--- src/logic/fpcast_pkg.sv ---
// Float and integer cast definitions
`default_nettype none

package fpcast_pkg;

  // ----------------------------------------
  // Widths and constants
  // ----------------------------------------
  localparam int unsigned DATA_WIDTH  = 32;  // Operand and result width
  localparam int unsigned EXP_BITS    = 8;   // binary32 exponent field
  localparam int unsigned MAN_BITS    = 23;  // binary32 mantissa field
  localparam int unsigned BIAS        = 127;
  // Internal mantissa holds the hidden bit or a whole integer
  localparam int unsigned MANT_WIDTH  = (MAN_BITS + 1 > DATA_WIDTH) ? MAN_BITS + 1 : DATA_WIDTH;
  localparam int unsigned EXP_WIDTH   = 10;  // Down to the smallest subnormal, signed
  localparam int unsigned SHAMT_WIDTH = 5;   // Leading-zero count

  // ----------------------------------------
  // Vector types
  // ----------------------------------------
  typedef logic        [DATA_WIDTH-1:0] data_t;
  typedef logic        [MANT_WIDTH-1:0] mant_t;
  typedef logic signed [EXP_WIDTH-1:0]  exp_t;   // Unbiased exponent
  typedef logic        [3:0]            tag_t;

  typedef enum logic [2:0] {
    RNE = 3'b000,  // Nearest, ties to even
    RTZ = 3'b001,  // Toward zero
    RDN = 3'b010,  // Toward minus infinity
    RUP = 3'b011,  // Toward plus infinity
    RMM = 3'b100   // Nearest, ties away from zero
  } round_mode_e;

  typedef enum logic {
    OP_F2I = 1'b0,
    OP_I2F = 1'b1
  } cast_op_e;

  // IEEE exception flags
  typedef struct packed {
    logic nv;  // Invalid
    logic dz;  // Divide by zero, never raised here
    logic of;  // Overflow
    logic uf;  // Underflow
    logic nx;  // Inexact
  } status_t;

  // Float operand class
  typedef struct packed {
    logic is_zero;
    logic is_subnormal;
    logic is_normal;
    logic is_inf;
    logic is_nan;
    logic is_signalling;
  } fp_info_t;

  typedef struct packed {
    data_t       operand;
    cast_op_e    op;
    logic        is_unsigned;
    round_mode_e rnd_mode;
    tag_t        tag;
  } cast_req_t;

  // Operand after normalization, leading one at the top of mant
  typedef struct packed {
    logic        sign;
    exp_t        exp;
    mant_t       mant;
    logic        mant_zero;
    fp_info_t    info;
    cast_op_e    op;
    logic        is_unsigned;
    round_mode_e rnd_mode;
    tag_t        tag;
  } norm_op_t;

  typedef struct packed {
    data_t   result;
    status_t status;
    tag_t    tag;
  } cast_rsp_t;

endpackage

`default_nettype wire

--- src/logic/fpcast_normalizer.sv ---
// Cast operand classifier and normalizer
`timescale 1ns/10ps
`default_nettype none

module fpcast_normalizer import fpcast_pkg::*; (
  input  cast_req_t req_i,
  output norm_op_t  norm_o
);

  // Offset between the float mantissa and the internal mantissa width
  localparam int unsigned SHIFT_COMP = MANT_WIDTH - 1 - MAN_BITS;

  // ----------------------------------------
  // Float classification
  // ----------------------------------------
  logic [EXP_BITS-1:0] exp_field;
  logic [MAN_BITS-1:0] man_field;
  logic                exp_zero;
  logic                exp_ones;
  logic                man_zero;
  fp_info_t            info;

  assign exp_field = req_i.operand[MAN_BITS +: EXP_BITS];
  assign man_field = req_i.operand[MAN_BITS-1:0];
  assign exp_zero  = (exp_field == '0);
  assign exp_ones  = (exp_field == '1);
  assign man_zero  = (man_field == '0);

  always_comb begin : classify
    info.is_zero       = exp_zero & man_zero;
    info.is_subnormal  = exp_zero & ~man_zero;
    info.is_normal     = ~exp_zero & ~exp_ones;
    info.is_inf        = exp_ones & man_zero;
    info.is_nan        = exp_ones & ~man_zero;
    info.is_signalling = exp_ones & ~man_zero & ~man_field[MAN_BITS-1];  // Quiet bit clear
  end

  // ----------------------------------------
  // Mantissa selection
  // ----------------------------------------
  logic  is_i2f;
  logic  int_sign;
  mant_t int_mant;
  mant_t fp_mant;
  mant_t enc_mant;

  assign is_i2f   = (req_i.op == OP_I2F);
  assign int_sign = req_i.operand[DATA_WIDTH-1] & ~req_i.is_unsigned;  // Signed ints only
  assign int_mant = int_sign ? mant_t'(-req_i.operand) : mant_t'(req_i.operand);
  assign fp_mant  = mant_t'({info.is_normal, man_field});  // Hidden bit, zero padded on top
  assign enc_mant = is_i2f ? int_mant : fp_mant;

  // ----------------------------------------
  // Leading-zero count and shift
  // ----------------------------------------
  logic [SHAMT_WIDTH-1:0] lz_cnt;

  always_comb begin : lzc
    lz_cnt = '0;
    // Highest set bit wins
    for (int i = 0; i < MANT_WIDTH; i++) begin
      if (enc_mant[i]) begin
        lz_cnt = SHAMT_WIDTH'(MANT_WIDTH - 1 - i);
      end
    end
  end

  // Unbiased exponent for each source
  exp_t fp_exp;
  exp_t int_exp;
  exp_t lz_sgn;

  assign lz_sgn  = $signed({{(EXP_WIDTH-SHAMT_WIDTH){1'b0}}, lz_cnt});
  assign fp_exp  = $signed({{(EXP_WIDTH-EXP_BITS){1'b0}}, exp_field})
                 + $signed({{(EXP_WIDTH-1){1'b0}}, info.is_subnormal})  // Subnormals use exp 1
                 - exp_t'(BIAS)
                 - lz_sgn
                 + exp_t'(SHIFT_COMP);
  assign int_exp = exp_t'(MANT_WIDTH - 1) - lz_sgn;

  always_comb begin : pack_out
    norm_o.sign        = is_i2f ? int_sign : req_i.operand[DATA_WIDTH-1];
    norm_o.exp         = is_i2f ? int_exp : fp_exp;
    norm_o.mant        = enc_mant << lz_cnt;        // Leading one to the top
    norm_o.mant_zero   = (enc_mant == '0);          // Integer zero
    norm_o.info        = info;
    norm_o.op          = req_i.op;
    norm_o.is_unsigned = req_i.is_unsigned;
    norm_o.rnd_mode    = req_i.rnd_mode;
    norm_o.tag         = req_i.tag;
  end

endmodule

`default_nettype wire

--- src/logic/fpcast_stage_pipe.sv ---
// Valid/ready register stage chain
`timescale 1ns/10ps
`default_nettype none

module fpcast_stage_pipe import fpcast_pkg::*; #(
  parameter int unsigned DEPTH = 2  // Number of register stages, 1 or more
) (
  input  wire      clk_i,
  input  wire      rst_i,
  input  wire      in_valid_i,
  output logic     in_ready_o,
  input  norm_op_t in_data_i,
  output logic     out_valid_o,
  input  wire      out_ready_i,
  output norm_op_t out_data_o
);

  logic     [DEPTH-1:0] valid_q;      // Stage i register
  norm_op_t [DEPTH-1:0] data_q;
  logic     [DEPTH:0]   valid_chain;  // Index i feeds stage i, index DEPTH is the output
  norm_op_t [DEPTH:0]   data_chain;
  logic     [DEPTH:0]   stage_ready;  // Stage i may load

  assign valid_chain = {valid_q, in_valid_i};
  assign data_chain  = {data_q, in_data_i};

  // Ready ripples back from the consumer
  always_comb begin : ready_chain
    stage_ready[DEPTH] = out_ready_i;
    for (int i = DEPTH - 1; i >= 0; i--) begin
      // Pass on when downstream takes it or only a bubble sits there
      stage_ready[i] = stage_ready[i+1] | ~valid_chain[i+1];
    end
  end

  always_ff @(posedge clk_i) begin : valid_regs
    if (rst_i) begin
      valid_q <= '0;
    end else begin
      for (int i = 0; i < DEPTH; i++) begin
        if (stage_ready[i]) begin
          valid_q[i] <= valid_chain[i];
        end
      end
    end
  end

  // Payload loads only with a valid item
  always_ff @(posedge clk_i) begin : data_regs
    for (int i = 0; i < DEPTH; i++) begin
      if (stage_ready[i] && valid_chain[i]) begin
        data_q[i] <= data_chain[i];
      end
    end
  end

  assign in_ready_o  = stage_ready[0];
  assign out_valid_o = valid_chain[DEPTH];
  assign out_data_o  = data_chain[DEPTH];

endmodule

`default_nettype wire

--- src/logic/fpcast_rounder.sv ---
// Cast shifter and rounder
`timescale 1ns/10ps
`default_nettype none

module fpcast_rounder import fpcast_pkg::*; (
  input  norm_op_t  op_i,
  output cast_rsp_t rsp_o
);

  localparam int unsigned SHIFT_WIDTH = SHAMT_WIDTH + 1;              // Up to DATA_WIDTH+1
  localparam int unsigned FP_STICKY   = 2 * MANT_WIDTH - MAN_BITS - 1;  // Below float R bit
  localparam int unsigned INT_STICKY  = 2 * MANT_WIDTH - DATA_WIDTH;    // Below int R bit

  logic to_int;
  exp_t dst_exp;  // Rebiased for binary32

  assign to_int  = (op_i.op == OP_F2I);
  assign dst_exp = op_i.exp + exp_t'(BIAS);

  // ----------------------------------------
  // Placement and range checks
  // ----------------------------------------
  logic [EXP_BITS-1:0]    final_exp;
  logic [2*MANT_WIDTH:0]  preshift_mant;
  logic [2*MANT_WIDTH:0]  dest_mant;
  logic [SHIFT_WIDTH-1:0] denorm_shamt;
  logic                   of_before_round;
  logic                   uf_before_round;

  always_comb begin : cast_value
    final_exp       = dst_exp[EXP_BITS-1:0];
    preshift_mant   = {op_i.mant, {(MANT_WIDTH+1){1'b0}}};  // Left end of the shifter
    denorm_shamt    = '0;
    of_before_round = 1'b0;
    uf_before_round = 1'b0;
    if (to_int) begin
      denorm_shamt = SHIFT_WIDTH'(exp_t'(DATA_WIDTH - 1) - op_i.exp);  // Binary point to bit 0
      // Unsigned range is one bit larger
      if (op_i.exp >= exp_t'(DATA_WIDTH - 1) + exp_t'(op_i.is_unsigned)) begin
        denorm_shamt    = '0;
        of_before_round = 1'b1;
      end else if (op_i.exp < exp_t'(-1)) begin
        denorm_shamt    = SHIFT_WIDTH'(DATA_WIDTH + 1);  // Everything into sticky
        uf_before_round = 1'b1;
      end
    end else if (dst_exp < exp_t'(1)) begin
      // Subnormal float result
      final_exp       = '0;
      uf_before_round = 1'b1;
      if (dst_exp < exp_t'(-int'(MAN_BITS))) begin
        denorm_shamt = SHIFT_WIDTH'(MAN_BITS + 2);  // Keep sticky alive
      end else begin
        denorm_shamt = SHIFT_WIDTH'(exp_t'(1) - dst_exp);
      end
    end
  end

  // ----------------------------------------
  // Round and sticky extraction
  // ----------------------------------------
  logic [MAN_BITS-1:0] final_mant;
  data_t               final_int;
  logic [1:0]          fp_rs;
  logic [1:0]          int_rs;
  logic [1:0]          rs;
  data_t               pre_round_abs;

  assign dest_mant = preshift_mant >> denorm_shamt;
  assign {final_mant, fp_rs[1]} = dest_mant[2*MANT_WIDTH-1 -: MAN_BITS+1];  // Drops hidden bit
  assign {final_int, int_rs[1]} = dest_mant[2*MANT_WIDTH -: DATA_WIDTH+1];
  assign fp_rs[0]  = |dest_mant[FP_STICKY-1:0];
  assign int_rs[0] = |dest_mant[INT_STICKY-1:0];
  assign rs        = to_int ? int_rs : fp_rs;

  assign pre_round_abs = to_int ? final_int : data_t'({final_exp, final_mant});

  // ----------------------------------------
  // Rounding
  // ----------------------------------------
  logic  round_up;
  data_t rounded_abs;

  always_comb begin : round_sel
    unique case (op_i.rnd_mode)
      RNE:     round_up = rs[1] & (rs[0] | pre_round_abs[0]);  // Tie goes to even
      RTZ:     round_up = 1'b0;
      RDN:     round_up = (|rs) & op_i.sign;
      RUP:     round_up = (|rs) & ~op_i.sign;
      RMM:     round_up = rs[1];                               // Tie goes away from zero
      default: round_up = 1'b0;
    endcase
  end

  assign rounded_abs = pre_round_abs + data_t'(round_up);  // Carry may bump the exponent

  // Two's complement for negative integers
  data_t rounded_int_res;
  data_t fp_result;

  assign rounded_int_res = op_i.sign ? -rounded_abs : rounded_abs;
  assign fp_result = op_i.mant_zero ? '0 : {op_i.sign, rounded_abs[DATA_WIDTH-2:0]};

  // ----------------------------------------
  // Integer special cases
  // ----------------------------------------
  data_t int_special_res;
  logic  int_is_special;

  always_comb begin : int_special
    int_special_res = {op_i.is_unsigned, {(DATA_WIDTH-1){1'b1}}};  // Positive limit
    // Negative limit, NaN stays positive
    if (op_i.sign && !op_i.info.is_nan) begin
      int_special_res = ~int_special_res;
    end
  end

  assign int_is_special = op_i.info.is_nan | op_i.info.is_inf | of_before_round
                        | (op_i.sign & op_i.is_unsigned & (rounded_int_res != '0));

  // ----------------------------------------
  // Result and flags
  // ----------------------------------------
  status_t fp_status;
  status_t int_status;
  data_t   int_result;

  // 32-bit integers never reach the float overflow range
  assign fp_status = '{nv: 1'b0, dz: 1'b0, of: 1'b0,
                       uf: uf_before_round & (|fp_rs),  // Tiny and inexact
                       nx: |fp_rs};
  assign int_status = int_is_special ? '{nv: 1'b1, default: 1'b0}
                                     : '{nx: |int_rs, default: 1'b0};
  assign int_result = int_is_special ? int_special_res : rounded_int_res;

  assign rsp_o = '{result: to_int ? int_result : fp_result,
                   status: to_int ? int_status : fp_status,
                   tag:    op_i.tag};

endmodule

`default_nettype wire

--- src/logic/fpcast_top.sv ---
// Pipelined float and integer converter
`timescale 1ns/10ps
`default_nettype none

module fpcast_top import fpcast_pkg::*; #(
  parameter int unsigned PIPE_DEPTH = 2  // Register stages between normalizer and rounder
) (
  input  wire       clk_i,
  input  wire       rst_i,
  // Request side
  input  cast_req_t req_i,
  input  wire       req_valid_i,
  output logic      req_ready_o,
  // Response side
  output cast_rsp_t rsp_o,
  output logic      rsp_valid_o,
  input  wire       rsp_ready_i
);

  norm_op_t norm_in;   // Straight from the normalizer
  norm_op_t norm_out;  // After PIPE_DEPTH stages

  // ----------------------------------------
  // Classify and normalize
  // ----------------------------------------
  fpcast_normalizer i_normalizer (
    .req_i  (req_i),
    .norm_o (norm_in)
  );

  // ----------------------------------------
  // Stage registers and handshake
  // ----------------------------------------
  fpcast_stage_pipe #(
    .DEPTH (PIPE_DEPTH)
  ) i_stage_pipe (
    .clk_i       (clk_i),
    .rst_i       (rst_i),
    .in_valid_i  (req_valid_i),
    .in_ready_o  (req_ready_o),  // Combinational from rsp_ready_i
    .in_data_i   (norm_in),
    .out_valid_o (rsp_valid_o),
    .out_ready_i (rsp_ready_i),
    .out_data_o  (norm_out)
  );

  // ----------------------------------------
  // Cast, round and select specials
  // ----------------------------------------
  fpcast_rounder i_rounder (
    .op_i  (norm_out),
    .rsp_o (rsp_o)
  );

endmodule

`default_nettype wire

--- config.mk ---
export PLATFORM = sky130hd
export DESIGN_NAME = fpcast_top
export DESIGN_NICKNAME = d
export VERILOG_FILES = /design/src/logic/fpcast_pkg.sv /design/src/logic/fpcast_normalizer.sv /design/src/logic/fpcast_stage_pipe.sv /design/src/logic/fpcast_rounder.sv /design/src/logic/fpcast_top.sv
export SDC_FILE = /design/constraint.sdc
export NUM_CORES = 1
export LEC_CHECK = 0
export BUFFER_PORTS_ARGS = -buffer_cell sky130_fd_sc_hd__buf_2
export CORE_ASPECT_RATIO = 0.5
export CORE_MARGIN = 3
export CORE_UTILIZATION = 39
export DETAILED_ROUTE_END_ITERATION = 6
export HOLD_SLACK_MARGIN = 0.05
export SYNTH_ARGS = -nofsm -noshare
export SYNTH_HDL_FRONTEND = slang
export SYNTH_SLANG_ARGS = --single-unit
export TNS_END_PERCENT = 20
--- constraint.sdc ---
create_clock -name clk_i -period 11.8 [get_ports clk_i]
set_input_delay 0 -clock clk_i [delete_from_list [all_inputs] [get_ports clk_i]]
set_output_delay 0 -clock clk_i [all_outputs]
set_load 0.1 [all_outputs]
==> metrics.md, run 1 <==
| Metric | Value |
|---|---|
| Outcome | `complete, but fails checks` |
| Failing checks | `DRC` |
| Most used routing layer | `met2` |
| Dpl cells | `around 2300` |
| Final #Nets | `between 1500 and 2000` |
| Peak VDD IR | `around 0.083 mV` |
| Grt total ovfl | `0` |
| Via count | `15219` |
| Seq pwr share | `between 30% and 40%` |
| Yosys warnings | `0` |
| Fmax | `between 90 and 100 MHz` |
| Drt total wl | `50.5 mm` |
| Met1 usage | `between 30% and 40%` |
| TritonCTS buffer count | `9` |
| Hold depth | `3` |
| Largest area contributor in the netlist | `edfxtp_1` |
| Worst Reg-to-Reg Cells | `4` |
| Leak | `between 5 and 6 nW` |
| Crit Reg-Reg Endpoint | `i_stage_pipe.data_chain[109]$_DFFE_PP_` |
| Worst Path Max Fanout | `37` |
| Yosys cell types | `between 100 and 150` |
| Die ar. | `~0.04 sq mm` |
| Max stage delay on crit path | `between 0.7 and 0.8 ns` |
| Antenna violations before repair | `0` |
| Power Dens Cells | `between 100 and 150 mW/mm^2` |
| Final setup margin | `between 0.7 and 0.8 ns` |
| Synth Cell Area | `about 0.015 sq mm` |
| Reg-to-reg slack, setup | `between 10 and 15 ns` |
| Worst-Skew Late Latency | `0.34 ns` |
| Starting Density | `about 40%` |
| FF-to-FF Start | `i_stage_pipe.valid_q[1]$_SDFFE_PP0P_` |
| Initial DRC Count | `between 1500 and 2000` |
| Ant. Diodes | `0` |
| CP Class | `flip-flop to primary output` |
| Hold path start | `req_i[39]` |
| Final std cells w/o fill | `roughly 2400` |
| Register area share after synthesis | `a little under a quarter` |
| TritonCTS sink count | `around 110` |
| Switching Power | `a little under 800 uW` |
| RSZ-0062 raised after global routing | `no` |
| Die Span X | `between 200 and 300 microns` |
| Slew @ Worst Pin | `1.20 ns` |
| H-tree depth | `3` |
| Mapped Cells | `1833` |
| IO Count | `88` |
| Sw Share | `around 45%` |
| Die Height | `approximately 140 microns` |
| Initial DRT Pass Iterations | `7` |
| Synth top area cells | `edfxtp_1 (23%), mux2i_1 (5.7%), nand2_1 (4.8%), nor2_1 (4.2%), a21oi_1 (4.0%)` |
| Clk pwr share | `15.8%` |
| Met3 GRT Util | `roughly 2.7%` |
| Met2 Track Usage GR | `a little under two fifths` |
| Synth top area share | `~23%` |
| Relative slew slack | `approximately a fifth` |
| Worst-path clk slew | `0.07 ns` |
| Crit path max-delay family | `compound AO/OA/AOI/OAI gates` |
| Tot GR Track Use | `24.6%` |
| Maximum root-to-sink buffer count | `2` |
| Pin count of the biggest net entering global routing | `between 50 and 60` |
| Hold WS | `approximately 0.13 ns` |
| Crit path DAT | `roughly 11 ns` |
| Seq cells post-synth | `about 110` |
| Core area | `between 0.03 and 0.04 sq mm` |
| ANT nets after route | `0` |
| Tot Pwr | `between 1.5 and 2 mW` |
| CP max-delay cell | `or4_1` |
| Tightest Hold Check Type | `primary input to flip-flop` |
| Worst Hold Path EP | `i_stage_pipe.data_chain[69]$_DFFE_PP_` |
| Syn avg cell area | `7.91 sq um` |
| Int Pwr | `956 uW` |
| Final period util | `between 90% and 100%` |
| Final Util | `roughly 44%` |
| Worst endpoint required time | `~12 ns` |
| Placement Cell Area | `between 0.015 and 0.02 sq mm` |
| Fin. Hold Viols | `0` |
| RD Place Congestion | `1.01` |
| Final Skew | `roughly 0.0067 ns` |
| Via density | `about 6.5` |
| CP Buf/Inv Count | `3` |
| Sum Neg Setup Slack | `0 ns` |
| Critical path startpoint category | `flip-flop` |
| Slew Limit Fails | `0` |
| Num rows | `slightly below 50` |
| Detail Placement HPWL | `~40 mm` |
| Avg WL per Cell | `21.5 microns` |
| Number of synthesized flops with an enable pin | `110` |
| Area growth from synthesis to layout | `11.2%` |
| Max Cap Violations | `0` |
| Fraction of layout cells with a size suffix above 1 | `about an eighth` |
| CP most frequent cell | `a21oi_1` |
| Top_reg_cell synth | `edfxtp_1` |
| CTS tree | `built` |
| Root Driver | `clkbuf_16` |
| Pre-CTS setup slack | `1.05 ns` |
| # setup viols final | `0` |
| Critical path capture point type | `primary output` |
| Port Buffers | `85` |
| Logic pwr share | `a little over half` |
| DRC viols | `5` |
| Post-route design area | `between 0.015 and 0.02 sq mm` |
| Vias in the first global route | `approximately 13000` |
| Async S/R FF share, synth | `0%` |
| First-pass GRT wire length | `around 79 mm` |
| Tmin final | `about 11 ns` |
power groups by stage:
stage | clock, mW | combinational, mW | sequential, mW
4_1_cts | 0.284 | 0.915 | 0.527
3_5_place_dp | 0 | 0.908 | 0.536
2_1_floorplan | 0 | 0.663 | 0.522
5_1_grt | 0.297 | 1.01 | 0.533
3_3_place_gp | 0 | 0.910 | 0.535
6_report | 0.275 | 0.938 | 0.527
Yosys cell counts, types with 42 or more instances:
cell type,count
edfxtp_1,110
a21oi_1,116
inv_1,47
nor3_1,60
xnor2_1,55
nor2_1,163
nand3_1,59
nand2_1,186
mux2i_1,82
o21ai_0,76
nand4_1,42
clkbuf_1,57
a211oi_1,45
worst max-delay path by stage:
stage	from	to	slack, ns	cells past startpoint
floorplan	i_stage_pipe.out_data_o[48]$_DFFE_PP_	rsp_o[12]	1.16	45
global route	i_stage_pipe.out_data_o[52]$_DFFE_PP_	rsp_o[34]	0.03	35
CTS	i_stage_pipe.out_data_o[48]$_DFFE_PP_	rsp_o[34]	0.66	39
global placement	i_stage_pipe.out_data_o[52]$_DFFE_PP_	rsp_o[34]	1.18	34
detailed placement	i_stage_pipe.out_data_o[48]$_DFFE_PP_	rsp_o[34]	1.05	39
finish	i_stage_pipe.out_data_o[52]$_DFFE_PP_	rsp_o[34]	0.72	35
layout by cell type, fill, tap and decap left out, types with 14 or more instances in the layout:
cell and count:
a2111oi_0 14, a211oi_1 45, a21oi_1 116, a22oi_1 22, a31oi_1 23, and2_1 33
and3_1 25, buf_12 30, buf_2 55, buf_4 43, edfxtp_1 110, ha_1 28
inv_1 47, mux2i_1 81, nand2_1 186, nand2b_1 19, nand3_1 59, nand4_1 42
nor2_1 162, nor2b_1 18, nor3_1 60, nor4_1 25, o211ai_1 33, o21ai_0 76
o221ai_1 16, o22ai_1 27, o31ai_1 24, or3_1 18, xnor2_1 55, xor2_1 34
flip-flops by register name (all words and copies together) (netlist names):
name,count
i_stage_pipe.out_data_o,55
i_stage_pipe.data_chain,55
i_stage_pipe.valid_q,2
per-layer routing:
metal	wire length [microns]	part of all wire (%)
met1	23800	47
met2	21100	42
met3	3970	7.9
met4	1600	3.2
met5	0	0
area by class of cell:
cell class | count | area [sq um]
clock buffers | 9 | 225
clock inverters | 7 | 53.8
repair buffers | 140 | 1320
well taps | 484 | 606
inverters | 49 | 184
fillers | 3691 | 20200
flip-flops and latches | 112 | 3340
multi-input cells | 1551 | 10400
tightest hold or removal path, stage by stage:
cell,delay (ns)
buf_2,0.13
nand2_1,0.11
nor3_1,0.06
logic make-up (layout without fill, tap and decap cells):
family	after synthesis	after routing	synth area share, %
simple gates	746	747	26.9
compound gates	583	583	28.9
buf+inv	172	205	5.74
flops	112	112	23.0
mux	97	97	6.98
xor+xnor	93	93	5.82
fa+ha+maj	29	29	2.55
other cells	1	2	0.0259
repair_timing:
item	in CTS	in global routing
buffers inserted	0	8
hold buffers	12	0
gates resized for setup	0	2
hold endpoints to repair	10	0
endpoints found under the setup margin	0	32
No activity file was read; power rests on OpenSTA's default activity.
==> run 2, diff against run 1 <==
--- a/config.mk
+++ b/config.mk
@@ -13,5 +13,6 @@
 export HOLD_SLACK_MARGIN = 0.05
 export SYNTH_ARGS = -nofsm -noshare
 export SYNTH_HDL_FRONTEND = slang
+export SYNTH_HIERARCHICAL = 1
 export SYNTH_SLANG_ARGS = --single-unit
 export TNS_END_PERCENT = 20
==> metrics.md, run 2 <==
| Metric | Value |
|---|---|
| Area growth from synthesis to layout | `7.71%` |
| Final period util | `between 90 and 100%` |
| Worst Path Max Fanout | `24` |
| TritonCTS sink count | `about 110` |
| CP Class | `flip-flop to primary output` |
| Die Span X | `between 200 and 300 microns` |
| Peak VDD IR | `roughly 0.073 mV` |
| Starting Density | `roughly two fifths` |
| Pin count of the biggest net entering global routing | `between 50 and 60` |
| Grt total ovfl | `0` |
| Num rows | `50` |
| Fraction of layout cells with a size suffix above 1 | `~17%` |
| Initial DRT Pass Iterations | `6` |
| Max stage delay on crit path | `0.61 ns` |
| H-tree depth | `3` |
| Slew Limit Fails | `0` |
| Die ar. | `just over 0.04 sq mm` |
| Avg WL per Cell | `20.8 microns` |
| Tot GR Track Use | `between 20% and 30%` |
| Tmin final | `11.15 ns` |
| First-pass GRT wire length | `77.9 mm` |
| Outcome | `finished clean` |
| CP Buf/Inv Count | `5` |
| Slew @ Worst Pin | `between 0.9 and 1 ns` |
| Yosys warnings | `6` |
| Power Dens Cells | `~120 mW/mm^2` |
| Crit path max-delay family | `simple AND/OR/NAND/NOR gates` |
| Core area | `about 0.038 sq mm` |
| Worst-path clk slew | `about 0.07 ns` |
| Initial DRC Count | `around 1500` |
| Maximum root-to-sink buffer count | `2` |
| Root Driver | `clkbuf_16` |
| Sum Neg Setup Slack | `0 ns` |
| Relative slew slack | `between 30% and 40%` |
| Fmax | `~90 MHz` |
| Worst-Skew Late Latency | `~0.34 ns` |
| Vias in the first global route | `~13000` |
| Via density | `approximately 6.3` |
| Fillcell total | `3875` |
| Syn avg cell area | `8.03 sq um` |
| WP depth | `38` |
| RSZ-0062 raised after global routing | `no` |
| Worst Reg-to-Reg Cells | `3` |
| Synth Cell Area | `between 0.015 and 0.02 sq mm` |
| ANT nets after route | `0` |
| Most frequent cells in the layout | `nor2_1 (177), nand2_1 (151), edfxtp_1 (110), a21oi_1 (101), mux2i_1 (84)` |
| Detail Placement HPWL | `between 30 and 40 mm` |
| Ant. Diodes | `0` |
| Leak | `5.88 nW` |
| CP max-delay cell | `a222oi_1` |
| Dpl cells | `between 2000 and 2500` |
| Hold depth | `2` |
| TritonCTS buffer count | `9` |
| Via count | `around 15000` |
| DRC viols | `0` |
| Drt total wl | `~50 mm` |
| # setup viols final | `0` |
| Final Skew | `0.00801 ns` |
| Mapped Cells | `about 1900` |
| Antenna violations before repair | `1` |
| IO Count | `a little under 90` |
| Crit path DAT | `~11 ns` |
| Final std cells w/o fill | `between 2000 and 2500` |
| Critical path capture point type | `primary output` |
| Worst endpoint required time | `between 10 and 15 ns` |
| Port Buffers | `between 80 and 90` |
| Critical path startpoint category | `flip-flop` |
| Fin. Hold Viols | `0` |
| Final #Nets | `a little under 2000` |
| Most common cell after layout, fill and taps aside | `nor2_1` |
| Tightest Hold Check Type | `primary input to flip-flop` |
| Die Height | `roughly 150 microns` |
| Max Cap Violations | `0` |
| CTS tree | `built` |
| RD Place Congestion | `about 1` |
[run 2: stage by stage]
| step | cell area (sq um) | power [mW] | util [%] | hold WS [ns] | worst slack, ns |
|---|---|---|---|---|---|
| after CTS | 16000 | 1.87 | 42.5 | 0.123 | 0.0391 |
| after global routing | 16300 | 2.01 | 43.1 | 0.137 | 0.0203 |
| after detailed placement | 15600 | 1.56 | 41.3 | 0.179 | 0.372 |
| after global placement | 15600 | 1.56 | 41.3 | 0.177 | 0.477 |
| final | 16300 | 1.90 | 43.1 | 0.143 | 0.648 |
| after floorplan | 15100 | 1.32 | - | 0.0624 | 0.683 |
[run 2: timing repair]
item / in CTS / in global routing
pin swaps: 0 / 4
hold endpoints to repair: 10 / 0
resized for setup: 1 / 29
cloned: 0 / 1
hold buffers: 11 / 0
buffers inserted: 0 / 15
endpoints found under the setup margin: 9 / 33
[run 2: power by group]
group	switching, mW	internal (mW)
clock network	0.132	0.168
logic	0.717	0.365
registers	0.0207	0.495
[run 2: worst register-to-register path: cells and delay by family (launching register included)]
family,cells,cell delay (ns)
DFF,1,0.34
and+or+nand+nor,2,0.43
buffers and inverters,1,0.53
[run 2: metal layers]
| metal | global-route usage (%) | up-vias | share of wire, % |
|---|---|---|---|
| met1 | 34.7 | 7021 | 48 |
| met4 | 7.01 | 2 | 3.4 |
| met5 | 0 | - | 0.018 |
| met3 | 2.17 | 123 | 7.2 |
| met2 | 34.2 | 702 | 42 |
| li1 | - | 7138 | - |
[run 2: layout make-up]
cell class	count	area [sq um]	area share [%]
clock buffers	10	229	1.41
clock inverters	6	73.8	0.453
inverters	54	210	1.29
multi-input cells	1529	10500	64.6
flip-flops and latches	112	3340	20.5
well taps	520	651	3.99
repair buffers	158	1260	7.73
[run 2: worst paths after layout]
check                                                           start                                endpoint  slack (ns)
worst min-delay path                                        req_i[40]  i_stage_pipe/data_chain[117]$_DFFE_PP_        0.14
worst max-delay path            i_stage_pipe/out_data_o[48]$_DFFE_PP_                                rsp_o[9]        0.65
worst max register to register   i_stage_pipe/valid_q[1]$_SDFFE_PP0P_   i_stage_pipe/out_data_o[56]$_DFFE_PP_       10.10
worst min register to register  i_stage_pipe/data_chain[69]$_DFFE_PP_   i_stage_pipe/out_data_o[10]$_DFFE_PP_        0.41
==> run 3, diff against run 2 <==
==> constraint.sdc (replaced) <==
create_clock -name clk_i -period 10.2 [get_ports clk_i]
set_input_delay 0 -clock clk_i [delete_from_list [all_inputs] [get_ports clk_i]]
set_output_delay 0 -clock clk_i [all_outputs]
set_load 0.1 [all_outputs]
==> metrics.md, run 3 (synthesis results as in run 2) <==
| Metric | Value |
|---|---|
| Outcome | `finished clean` |
| Tmin final | `9.84 ns` |
| Port Buffers | `between 80 and 90` |
| Antenna violations before repair | `0` |
| Final std cells w/o fill | `~2500` |
| Met2 Track Usage GR | `a little over a third` |
| Peak VDD IR | `approximately 0.08 mV` |
| Most used routing layer | `met2` |
| Most frequent cells in the layout | `nor2_1 (173), nand2_1 (147), buf_4 (132), edfxtp_1 (110), a21oi_1 (100)` |
| Worst Setup SP | `i_stage_pipe/out_data_o[50]$_DFFE_PP_` |
| CP max-delay cell | `or4_4` |
| Grt total ovfl | `0` |
| Most common cell after layout, fill and taps aside | `nor2_1` |
| Die ar. | `0.0413 sq mm` |
| IO Count | `~90` |
| Relative slew slack | `between 20% and 30%` |
| Power Dens Cells | `131 mW/mm^2` |
| Drt total wl | `approximately 51 mm` |
| Fraction of layout cells with a size suffix above 1 | `approximately 23%` |
| CTS tree | `built` |
| Pin count of the biggest net entering global routing | `56` |
| RD Place Congestion | `roughly 0.99` |
| Met1 usage | `between 30% and 40%` |
| Ant. Diodes | `0` |
| Slew Limit Fails | `0` |
| Starting Density | `around two fifths` |
| Crit path DAT | `just under 10 ns` |
| Hold path start | `req_i[40]` |
| DRC viols | `0` |
| TritonCTS buffer count | `9` |
| Via count | `roughly 15000` |
| Fmax | `~100 MHz` |
| Tot Pwr | `around 2.3 mW` |
| # setup viols final | `0` |
| Dpl cells | `between 2000 and 2500` |
| Die Span X | `between 200 and 300 microns` |
| Tightest Hold Check Type | `primary input to flip-flop` |
| Fillcell total | `roughly 3800` |
| Maximum root-to-sink buffer count | `2` |
| Via density | `6.25` |
| Num rows | `50` |
| H-tree depth | `3` |
| Tot GR Track Use | `~23%` |
| Sum Neg Setup Slack | `0 ns` |
| Avg WL per Cell | `slightly above 20 microns` |
| ANT nets after route | `0` |
| TritonCTS sink count | `112` |
| Max Cap Violations | `0` |
| Vias in the first global route | `13886` |
| CP Class | `flip-flop to primary output` |
| FF-to-FF Start | `i_stage_pipe/valid_q[1]$_SDFFE_PP0P_` |
| Initial DRC Count | `1683` |
| Hold depth | `2` |
| Die Height | `145 microns` |
| Root Driver | `clkbuf_16` |
| Detail Placement HPWL | `around 40 mm` |
| Final #Nets | `2022` |
| Final Skew | `0.0130 ns` |
| Leak | `between 6 and 7 nW` |
| Initial DRT Pass Iterations | `5` |
| Worst-path clk slew | `approximately 0.07 ns` |
| First-pass GRT wire length | `79.2 mm` |
| Slew @ Worst Pin | `around 1.1 ns` |
| Critical path startpoint category | `flip-flop` |
| Worst Path Max Fanout | `16` |
| Max stage delay on crit path | `0.68 ns` |
| Met3 GRT Util | `1.44%` |
| Fin. Hold Viols | `0` |
| Worst Reg-to-Reg Cells | `3` |
| Worst endpoint required time | `10.20 ns` |
| Core area | `roughly 0.038 sq mm` |
| Final period util | `a little over nine tenths` |
| Area growth from synthesis to layout | `17.6%` |
| Critical path capture point type | `primary output` |
| Worst-Skew Late Latency | `about 0.34 ns` |
[run 3: changes by cell type in the layout (fill, tap and decap cells not counted), sizes merged]
cell,before,now
a21o,15,16
and3,24,25
buf,133,224
bufinv,1,0
clkbuf,24,13
clkinv,3,5
[run 3: power by group]
group	internal (mW)	total, mW	switching (mW)	leakage [nW]
sequential	0.573	0.596	0.0231	1.07
clock	0.176	0.340	0.165	0.151
combinational	0.509	1.39	0.882	5.27
[run 3: path summary, 6_finish.rpt]
kind	to	slack (ns)
setup / recovery	rsp_o[16]	0.36
hold / removal	i_stage_pipe/data_chain[117]$_DFFE_PP_	0.17
setup reg to reg	i_stage_pipe/out_data_o[56]$_DFFE_PP_	8.67
hold reg to reg	i_stage_pipe/out_data_o[10]$_DFFE_PP_	0.42
[run 3: per-layer routing]
layer / up-vias / share of wire (%)
li1: 7317 / -
met1: 7301 / 46
met2: 715 / 44
met3: 120 / 7.1
met4: 0 / 2.8
met5: - / 0
[run 3: through the flow]
stage | setup slack (ns) | util (%) | area, sq um | hold slack, ns
3_3_place_gp | 0.297 | 43.6 | 16500 | 0.176
5_1_grt | -0.0954 | 47.1 | 17800 | 0.148
6_report | 0.363 | 47.1 | 17800 | 0.169
4_1_cts | 0.0326 | 45.0 | 17000 | 0.135
3_5_place_dp | 0.144 | 43.6 | 16500 | 0.178
2_1_floorplan | 0.0370 | - | 15500 | 0.0624
[run 3: layout make-up]
| type | instances | area, sq um | area share (%) |
|---|---|---|---|
| clock buffers | 9 | 225 | 1.27 |
| inverters | 54 | 210 | 1.18 |
| multi-input cells | 1531 | 11200 | 62.8 |
| well taps | 520 | 651 | 3.66 |
| flip-flops and latches | 112 | 3340 | 18.8 |
| clock inverters | 7 | 86.3 | 0.485 |
| repair buffers | 239 | 2100 | 11.8 |
[run 3: timing repair]
item,in CTS,in global routing
hold buffers,11,0
pin swaps,3,35
endpoints found under the hold margin,10,0
buffers inserted,5,37
endpoints found under the setup margin,27,34
cloned,1,3
resized for setup,15,96
[run 3: critical path: cells and delay by family (launching register included)]
family | cells | cell delay, ns
flip-flops | 1 | 0.47
AND/OR/NAND/NOR | 15 | 3.88
XOR/XNOR | 2 | 0.40
buffers and inverters | 5 | 0.79
adder cells (fa/ha/maj) | 1 | 0.22
AO/OA/AOI/OAI | 16 | 3.71
